**src/include/gat_params.svh**
```systemverilog
`ifndef GAT_PARAMS_SVH
`define GAT_PARAMS_SVH

// datapath widths and sizes
`define GAT_DATA_W     8
`define GAT_HALF_A     4
`define GAT_ACC_W      20
`define GAT_MAX_NODES  8
`define GAT_WH_DEPTH   32
`define GAT_WH_AW      5
`define GAT_NODE_W     4
`define GAT_ACT_SHIFT  12

// wishbone bus widths
`define GAT_WB_AW      12
`define GAT_WB_DW      32

// register map, byte offsets
`define REG_CTRL       12'h000
`define REG_STATUS     12'h004
`define REG_A_SRC      12'h008
`define REG_A_NBR      12'h00C
`define REG_COEF       12'h080
`define REG_WH         12'h100

`endif
```
**src/hw/gat_pkg.sv**
```systemverilog
`default_nettype none

`include "gat_params.svh"

package gat_pkg;

  typedef logic signed [`GAT_DATA_W-1:0] data_t;
  typedef logic signed [`GAT_ACC_W-1:0]  acc_t;

  // element 0 sits in the low slice
  typedef data_t [`GAT_HALF_A-1:0] feat_vec_t;

  typedef struct packed {
    feat_vec_t               feat;
    logic                    src_flag;
    logic [`GAT_NODE_W-1:0]  num_nodes;
  } wh_row_t;

  typedef data_t [`GAT_MAX_NODES-1:0] coef_vec_t;

  // one pass per row is FETCH, MUL, RED, RED, ACC
  typedef enum logic [2:0] {
    IDLE,
    FETCH,
    MUL,
    RED,
    ACC,
    ACT,
    DONE
  } dmvm_state_e;

endpackage

`default_nettype wire

```
**src/hw/dmvm_if.sv**
```systemverilog
`timescale 1ns/1ps
`default_nettype none

`include "gat_params.svh"

interface dmvm_if;
  import gat_pkg::*;

  // register block to core
  logic       start;
  feat_vec_t  a_src;
  feat_vec_t  a_nbr;

  // core to register block
  logic                    busy;
  logic                    done;
  coef_vec_t               coef;
  logic [`GAT_NODE_W-1:0]  num_nodes;

  modport ctrl (output start, a_src, a_nbr, input busy, done, coef, num_nodes);
  modport core (input start, a_src, a_nbr, output busy, done, coef, num_nodes);

endinterface

`default_nettype wire

```
**src/hw/gat_attn_top.sv**
```systemverilog
`timescale 1ns/1ps
`default_nettype none

`include "gat_params.svh"

module gat_attn_top (
  input  wire                     clk,
  input  wire                     rst_n,
  input  wire                     wb_cyc_i,
  input  wire                     wb_stb_i,
  input  wire                     wb_we_i,
  input  wire  [`GAT_WB_AW-1:0]   wb_adr_i,
  input  wire  [`GAT_WB_DW-1:0]   wb_dat_i,
  input  wire  [3:0]              wb_sel_i,
  output wire  [`GAT_WB_DW-1:0]   wb_dat_o,
  output wire                     wb_ack_o
);
  import gat_pkg::*;

  // WH write path from the register block
  logic                   wh_we;
  logic [`GAT_WH_AW-1:0]  wh_waddr;
  logic                   wh_hi;
  logic [`GAT_WB_DW-1:0]  wh_wdata;
  // core read path
  logic [`GAT_WH_AW-1:0]  rd_addr;
  wh_row_t                rd_row;

  dmvm_if u_dmvm_if ();

  gat_wb_regs u_regs (
    .clk        (clk),
    .rst_n      (rst_n),
    .wb_cyc_i   (wb_cyc_i),
    .wb_stb_i   (wb_stb_i),
    .wb_we_i    (wb_we_i),
    .wb_adr_i   (wb_adr_i),
    .wb_dat_i   (wb_dat_i),
    .wb_sel_i   (wb_sel_i),
    .wb_dat_o   (wb_dat_o),
    .wb_ack_o   (wb_ack_o),
    .bus        (u_dmvm_if.ctrl),
    .wh_we_o    (wh_we),
    .wh_waddr_o (wh_waddr),
    .wh_hi_o    (wh_hi),
    .wh_wdata_o (wh_wdata)
  );

  wh_mem u_wh_mem (
    .clk        (clk),
    .rst_n      (rst_n),
    .wh_we_i    (wh_we),
    .wh_waddr_i (wh_waddr),
    .wh_hi_i    (wh_hi),
    .wh_wdata_i (wh_wdata),
    .rd_addr_i  (rd_addr),
    .rd_row_o   (rd_row)
  );

  dmvm_core u_core (
    .clk       (clk),
    .rst_n     (rst_n),
    .bus       (u_dmvm_if.core),
    .rd_addr_o (rd_addr),
    .rd_row_i  (rd_row)
  );

endmodule

`default_nettype wire

```
**src/hw/dmvm_core.sv**
```systemverilog
`timescale 1ns/1ps
`default_nettype none

`include "gat_params.svh"

module dmvm_core (
  input  wire                     clk,
  input  wire                     rst_n,
  dmvm_if.core                    bus,
  output logic [`GAT_WH_AW-1:0]   rd_addr_o,
  input  wire gat_pkg::wh_row_t   rd_row_i
);
  import gat_pkg::*;

  localparam int IdxW = $clog2(`GAT_MAX_NODES);

  dmvm_state_e             state_q;
  logic                    red_stage_q;
  logic [`GAT_WH_AW-1:0]   ptr_q;
  logic [IdxW-1:0]         node_q;
  logic [`GAT_NODE_W-1:0]  cnt_q;
  logic                    last_node;
  feat_vec_t               a_sel;
  acc_t                    prod_q  [`GAT_HALF_A];
  acc_t                    score_q [`GAT_MAX_NODES];
  acc_t                    act_sum [`GAT_MAX_NODES];
  coef_vec_t               coef_q;
  coef_vec_t               coef_d;

  // source rows use the first half of a
  assign a_sel = rd_row_i.src_flag ? bus.a_src : bus.a_nbr;

  // stop at the count, or at the last score slot
  assign last_node = (`GAT_NODE_W'(node_q) + 1'b1 >= cnt_q) ||
                     (node_q == IdxW'(`GAT_MAX_NODES - 1));

  always_ff @(posedge clk or negedge rst_n) begin
    if (!rst_n) begin
      state_q     <= IDLE;
      red_stage_q <= 1'b0;
      ptr_q       <= '0;
      node_q      <= '0;
      cnt_q       <= '0;
      coef_q      <= '0;
    end else begin
      case (state_q)
        IDLE: begin
          if (bus.start) begin
            node_q  <= '0;
            state_q <= FETCH;
          end
        end
        FETCH: state_q <= MUL;
        MUL: begin
          red_stage_q <= 1'b0;
          // count comes from the first row only
          if (node_q == '0) cnt_q <= rd_row_i.num_nodes;
          state_q <= RED;
        end
        RED: begin
          if (red_stage_q) begin
            state_q <= ACC;
          end else begin
            red_stage_q <= 1'b1;
          end
        end
        ACC: begin
          ptr_q <= (ptr_q == `GAT_WH_AW'(`GAT_WH_DEPTH - 1)) ? '0 : ptr_q + 1'b1;
          if (last_node) begin
            state_q <= ACT;
          end else begin
            node_q  <= node_q + 1'b1;
            state_q <= FETCH;
          end
        end
        ACT: begin
          coef_q  <= coef_d;
          state_q <= DONE;
        end
        DONE: state_q <= IDLE;
        default: state_q <= IDLE;
      endcase
    end
  end

  // multiply, two-level adder tree, score store
  always_ff @(posedge clk) begin
    case (state_q)
      MUL: begin
        for (int i = 0; i < `GAT_HALF_A; i++) begin
          prod_q[i] <= $signed(rd_row_i.feat[i]) * $signed(a_sel[i]);
        end
      end
      RED: begin
        if (!red_stage_q) begin
          prod_q[0] <= prod_q[0] + prod_q[1];
          prod_q[1] <= prod_q[2] + prod_q[3];
        end else begin
          prod_q[0] <= prod_q[0] + prod_q[1];
        end
      end
      ACC: score_q[node_q] <= prod_q[0];
      default: ;
    endcase
  end

  // activation: clamp negative sums, keep bits above the shift
  always_comb begin
    for (int k = 0; k < `GAT_MAX_NODES; k++) begin
      act_sum[k] = score_q[0] + score_q[k];
      if (k >= int'(cnt_q) || act_sum[k] < 0) begin
        coef_d[k] = '0;
      end else begin
        coef_d[k] = data_t'(act_sum[k] >>> `GAT_ACT_SHIFT);
      end
    end
  end

  assign rd_addr_o     = ptr_q;
  assign bus.busy      = (state_q != IDLE);
  assign bus.done      = (state_q == DONE);
  assign bus.coef      = coef_q;
  assign bus.num_nodes = cnt_q;

endmodule

`default_nettype wire

```
**src/hw/wh_mem.sv**
```systemverilog
`timescale 1ns/1ps
`default_nettype none

`include "gat_params.svh"

module wh_mem (
  input  wire                     clk,
  input  wire                     rst_n,
  input  wire                     wh_we_i,
  input  wire  [`GAT_WH_AW-1:0]   wh_waddr_i,
  input  wire                     wh_hi_i,
  input  wire  [`GAT_WB_DW-1:0]   wh_wdata_i,
  input  wire  [`GAT_WH_AW-1:0]   rd_addr_i,
  output gat_pkg::wh_row_t        rd_row_o
);
  import gat_pkg::*;

  feat_vec_t               feat_mem [`GAT_WH_DEPTH];
  // flag in bit 0, node count above it
  logic [`GAT_NODE_W:0]    meta_mem [`GAT_WH_DEPTH];
  feat_vec_t               wr_feat;

  // feature 0 comes from the top byte of the word
  always_comb begin
    for (int i = 0; i < `GAT_HALF_A; i++) begin
      wr_feat[i] = wh_wdata_i[`GAT_WB_DW-1-8*i -: 8];
    end
  end

  always_ff @(posedge clk) begin
    if (wh_we_i) begin
      if (wh_hi_i) begin
        meta_mem[wh_waddr_i] <= wh_wdata_i[`GAT_NODE_W:0];
      end else begin
        feat_mem[wh_waddr_i] <= wr_feat;
      end
    end
  end

  // registered read, one cycle behind the address
  always_ff @(posedge clk or negedge rst_n) begin
    if (!rst_n) begin
      rd_row_o <= '0;
    end else begin
      rd_row_o.feat      <= feat_mem[rd_addr_i];
      rd_row_o.src_flag  <= meta_mem[rd_addr_i][0];
      rd_row_o.num_nodes <= meta_mem[rd_addr_i][`GAT_NODE_W:1];
    end
  end

endmodule

`default_nettype wire

```
**src/hw/gat_wb_regs.sv**
```systemverilog
`timescale 1ns/1ps
`default_nettype none

`include "gat_params.svh"

module gat_wb_regs (
  input  wire                     clk,
  input  wire                     rst_n,
  input  wire                     wb_cyc_i,
  input  wire                     wb_stb_i,
  input  wire                     wb_we_i,
  input  wire  [`GAT_WB_AW-1:0]   wb_adr_i,
  input  wire  [`GAT_WB_DW-1:0]   wb_dat_i,
  input  wire  [3:0]              wb_sel_i,
  output logic [`GAT_WB_DW-1:0]   wb_dat_o,
  output logic                    wb_ack_o,
  dmvm_if.ctrl                    bus,
  output logic                    wh_we_o,
  output logic [`GAT_WH_AW-1:0]   wh_waddr_o,
  output logic                    wh_hi_o,
  output logic [`GAT_WB_DW-1:0]   wh_wdata_o
);
  import gat_pkg::*;

  localparam int CoefIdxW = $clog2(`GAT_MAX_NODES);

  logic                   ack_q;
  logic                   wr_en;
  logic                   done_q;
  logic                   coef_hit;
  logic                   wh_hit;
  logic [`GAT_WB_AW-1:0]  coef_off;
  logic [`GAT_WB_AW-1:0]  wh_off;
  feat_vec_t              a_src_q;
  feat_vec_t              a_nbr_q;

  // single-cycle ack, dropped for one cycle so a held request acks once
  always_ff @(posedge clk or negedge rst_n) begin
    if (!rst_n) begin
      ack_q <= 1'b0;
    end else begin
      ack_q <= wb_cyc_i & wb_stb_i & ~ack_q;
    end
  end

  assign wb_ack_o = ack_q;
  // any lane selected counts as a full word write
  assign wr_en    = ack_q & wb_we_i & (|wb_sel_i);

  // address windows
  assign coef_off = wb_adr_i - `REG_COEF;
  assign wh_off   = wb_adr_i - `REG_WH;
  assign coef_hit = (wb_adr_i >= `REG_COEF) && (coef_off < `GAT_MAX_NODES * 4);
  assign wh_hit   = (wb_adr_i >= `REG_WH) && (wh_off < `GAT_WH_DEPTH * 8);

  // a vectors, byte 0 is element 0
  always_ff @(posedge clk or negedge rst_n) begin
    if (!rst_n) begin
      a_src_q <= '0;
      a_nbr_q <= '0;
    end else if (wr_en) begin
      for (int i = 0; i < `GAT_HALF_A; i++) begin
        if (wb_adr_i == `REG_A_SRC) a_src_q[i] <= wb_dat_i[8*i +: 8];
        if (wb_adr_i == `REG_A_NBR) a_nbr_q[i] <= wb_dat_i[8*i +: 8];
      end
    end
  end

  assign bus.a_src = a_src_q;
  assign bus.a_nbr = a_nbr_q;

  // start lands in the ack cycle, dropped while the core runs
  assign bus.start = wr_en && (wb_adr_i == `REG_CTRL) && wb_dat_i[0] && !bus.busy;

  // sticky done
  always_ff @(posedge clk or negedge rst_n) begin
    if (!rst_n) begin
      done_q <= 1'b0;
    end else if (bus.start) begin
      done_q <= 1'b0;
    end else if (bus.done) begin
      done_q <= 1'b1;
    end
  end

  // WH writes pass straight through to the row memory
  assign wh_we_o    = wr_en & wh_hit;
  assign wh_waddr_o = wh_off[`GAT_WH_AW+2:3];
  assign wh_hi_o    = wh_off[2];
  assign wh_wdata_o = wb_dat_i;

  // read mux, unmapped reads give 0
  always_comb begin
    wb_dat_o = '0;
    if (coef_hit) begin
      wb_dat_o[7:0] = bus.coef[coef_off[CoefIdxW+1:2]];
    end else begin
      case (wb_adr_i)
        `REG_STATUS: begin
          wb_dat_o[0]   = bus.busy;
          wb_dat_o[1]   = done_q;
          wb_dat_o[7:4] = bus.num_nodes;
        end
        `REG_A_SRC: begin
          for (int i = 0; i < `GAT_HALF_A; i++) wb_dat_o[8*i +: 8] = a_src_q[i];
        end
        `REG_A_NBR: begin
          for (int i = 0; i < `GAT_HALF_A; i++) wb_dat_o[8*i +: 8] = a_nbr_q[i];
        end
        default: wb_dat_o = '0;
      endcase
    end
  end

endmodule

`default_nettype wire

```
**config.mk**
```make
export PLATFORM = sky130hd
export DESIGN_NAME = gat_attn_top
export DESIGN_NICKNAME = d
export VERILOG_FILES = /design/src/hw/gat_pkg.sv /design/src/hw/dmvm_if.sv /design/src/hw/gat_attn_top.sv /design/src/hw/dmvm_core.sv /design/src/hw/wh_mem.sv /design/src/hw/gat_wb_regs.sv
export VERILOG_INCLUDE_DIRS = /design/src /design/src/include
export SDC_FILE = /design/constraint.sdc
export NUM_CORES = 2
export LEC_CHECK = 0
export ABC_AREA = 0
export BUFFER_PORTS_ARGS = -buffer_cell sky130_fd_sc_hd__buf_2
export CORE_MARGIN = 3
export CORE_UTILIZATION = 30
export CTS_CLUSTER_DIAMETER = 200
export DETAILED_ROUTE_END_ITERATION = 10
export PLACE_DENSITY_LB_ADDON = 0.1
export SETUP_SLACK_MARGIN = 0.4
export SKIP_CTS_REPAIR_TIMING = 1
export SYNTH_ARGS = -nofsm -noshare
export SYNTH_HDL_FRONTEND = slang
export SYNTH_SLANG_ARGS = --single-unit
export TNS_END_PERCENT = 1
```
**constraint.sdc**
```tcl
create_clock -name clk -period 5.7 [get_ports clk]
set_input_delay 0.57 -clock clk [delete_from_list [all_inputs] [get_ports clk]]
set_output_delay 0.57 -clock clk [all_outputs]
set_load 0.005 [all_outputs]
```
==> reports/summary.txt <==
Fin crit share: 91.3%
R2R cell count: 22
Final hold vios: 0
Clk Latency, worst-skew pair: 0.84 ns
Fill cell count: 23400
# rows: 182
Max-cap violation count: 0
Syn-to-layout area delta: 16.0%
Reg-to-reg slack, setup: 0.49 ns
Clock transition at path regs: 0.06 ns
Post-Synth XOR/XNOR Area: 1.68%
Area of the multi-input gates: 26600 sq um
Post-synth EDFFs: 1416
Top-Level Pins: 86
Syn Area/Cell: 17.1 sq um
Fin util: 35.2%
Die Y: 506 um
Critical path endpoint category: flop
Final Critical Period: 5.21 ns
Final WL: 207000 um
Core Area: 247000 sq um
Fraction of registers with async set/reset: 11.4%
Fraction of synthesized area in multiplexers: 13.9%
Gate Count Post-Synth: 4369
Antenna violations before repair: 36
Register area: 47100 sq um
CP arrival: 5.73 ns
Mapped Nets: 4931
Lkg Pwr: 0.0312 uW
Min-delay worst type: in -> async
H-tree Lvls: 4
Via density: 4.77
VDD IR max: 0.236 mV
Count of cell types in the netlist: 75
Routability cong.: 0.766
Unrepaired setup endpoints after global routing: yes
Overall via count from detail_route: 38700
Clock skew: 0.0793 ns
Net count, final: 5209
Die area: 256000 sq um
Simple-gate share of the synthesized area: 4.49%
Maximum clock rate: 192 MHz
Crit-path max cell delay: 0.55 ns
Per-cell routed wire length: 25.5 um
Hpwl dp: 133000 um
Die W: 506 um
Post-Syn Area: 74900 sq um
Post-synthesis sequential area ratio: 62.9%
Status: finished clean
Worst r2r dst: u_core.prod_q[2][18]
Slew @ Worst Pin: 1.16 ns
Largest family of logic cells by synthesized area: multiplexers
CP Class: reg -> reg
Fin. max-slew vios: 0
#FFs+latches synth: 1599
FF-to-FF Start: u_wh_mem.rd_row_o[4]
DR pass1 iterations: 5
Crit-path max FO: 8
Crit-path slowest cell: fa_1
IO buf count: 85
Top_reg_cell synth: edfxtp_1
CTS Buf Count: 185
Pin count of the biggest net entering global routing: 141
Cells along the critical path: buf_12 > buf_12 > mux2_4 > and2_4 > fa_1 > inv_1 > fa_1 > inv_1 > fa_1 > inv_2 > fa_1 > inv_2 > ha_4 > inv_2 > o21ai_2 > a21oi_2 > nand2b_4 > a21boi_2 > nor3_2 > nor2_1 > o41a_1 > xnor2_1
Setup TNS: 0 ns
Adder-cell share of the synthesized area: 10.7%
Number of global-route vias before repair: 41400
Worst path bufs/invs: 7
Initial Util: 30.3%
Final ANT Viol Nets: 0
Drc violations: 0
Ys Warns: 0
CP top delay family: adder cells
PwrDens: 382 nW/um^2
Root cell of the clock tree: clkbuf_16
Layout cells sized above 1: 22.3%
Worst-case headroom to the max-slew limit: 21.9%
CTS tree: built
All-layer global routing usage: 16.2%
Grt total ovfl: 0
Compound-Gate Fraction of Synth Area: 3.96%
Most numerous cell on the critical path: fa_1
Worst Setup Start Kind: flop
Worst Path Required: 6.22 ns
Final setup violation count: 0
First-pass GRT wire length: 301000 um
# clock sinks: 1599
Max Root-Sink Buffers: 3
1st-iter DRT viols: 2604
## routing by layer
metal / vias to the layer above / routed length [um] / track usage [%]
met2: 630 / 99900 / 26.6
met5: - / 131 / 0
met1: 20500 / 92100 / 21.7
met3: 268 / 9720 / 3.44
met4: 20 / 4990 / 4.14
li1: 17300 / - / -
## cells by family after synthesis
group                      count (synthesis)
adders and majority gates                509
and+or+nand+nor                          674
DFF                                     1599
buffers and inverters                    475
AOI/OAI and AO/OA                        425
muxes                                    543
xor gates and xnor gates                 144
## how the worst max path moves through the flow
stage                     slack [ns]            startpoint              endpoint  cells past startpoint
after global placement          0.15  u_wh_mem.rd_row_o[4]  u_core.prod_q[0][19]                     20
after detailed placement        0.13  u_wh_mem.rd_row_o[4]  u_core.prod_q[0][19]                     20
after floorplan                 0.44  u_wh_mem.rd_row_o[4]  u_core.prod_q[1][15]                     22
after global routing            0.32  u_wh_mem.rd_row_o[4]  u_core.prod_q[2][18]                     22
after CTS                       0.13  u_wh_mem.rd_row_o[4]  u_core.prod_q[1][17]                     21
final                           0.49  u_wh_mem.rd_row_o[4]  u_core.prod_q[2][18]                     22
## state kept, by name, indices dropped and copies added, names as in the netlist
| signal | count |
|---|---|
| u_core.bus.num_nodes | 4 |
| u_core.red_stage_q | 1 |
| u_core.prod_q | 72 |
| u_core.score_q | 160 |
| u_wh_mem.feat_mem | 1024 |
| u_regs.wb_ack_o | 1 |
| u_wh_mem.meta_mem | 160 |
| u_regs.bus.a_nbr | 32 |
| u_regs.done_q | 1 |
| u_regs.bus.a_src | 32 |
| u_core.bus.coef | 64 |
| u_core.state_q | 3 |
| u_core.rd_addr_o | 5 |
| u_wh_mem.rd_row_o | 37 |
| u_core.node_q | 3 |
## layout make-up
cell class,count,share of cell area [%]
diodes,10,0.0288
clock buffers,229,5.58
clock inverters,111,1.19
inverters,339,1.46
multi-input cells,2295,30.6
flip-flops and latches,1599,54.2
well taps,3312,4.77
repair buffers,227,2.10
## stage by stage
step	setup slack (ns)	hold WS, ns	cell area (sq um)	power [uW]	instances
final	0.494	0.228	86900	33200	8122
after global routing	0.316	0.216	86900	34800	8115
after CTS	0.133	-0.457	86300	33700	8083
after detailed placement	0.127	0.438	80400	22000	7743
after global placement	0.150	0.435	80400	22000	7743
after floorplan	0.445	0.274	75000	19200	4369
## synth_stat cells, types with 86 or more instances
cell,count,share of area (%)
edfxtp_1,1416,57
mux4_2,386,12
inv_1,337,1.7
ha_1,287,4.8
fa_1,222,5.9
dfrtp_1,183,6.1
nor2_1,177,0.89
nand2_1,145,0.73
nor2b_1,131,1.1
clkbuf_1,97,0.49
xnor2_1,92,1.1
a21oi_1,90,0.60
mux2_2,86,1.3
## power breakdown
group / total (uW) / switching, uW / internal, uW
combinational: 7140 / 3620 / 3520
sequential: 14500 / 1020 / 13500
clock: 11500 / 4970 / 6560
total: 33200 / 9610 / 23600
## placed cells by master (no fill, tap or decap), types with 49 or more instances in the layout
master,Yosys,layout
edfxtp_1,1416,1416
xor2_1,52,52
a21oi_1,90,81
nand2_1,145,142
xnor2_1,92,91
mux2_2,86,77
clkbuf_16,0,187
a22o_1,56,56
clkinv_1,0,49
and2_1,58,53
buf_2,1,84
dfrtp_1,183,177
nor2_1,177,140
o21ai_0,61,51
inv_1,337,331
buf_4,0,112
mux4_2,386,386
fa_1,222,221
nor2b_1,131,131
ha_1,287,283
Power figures use the tool's default switching activity.
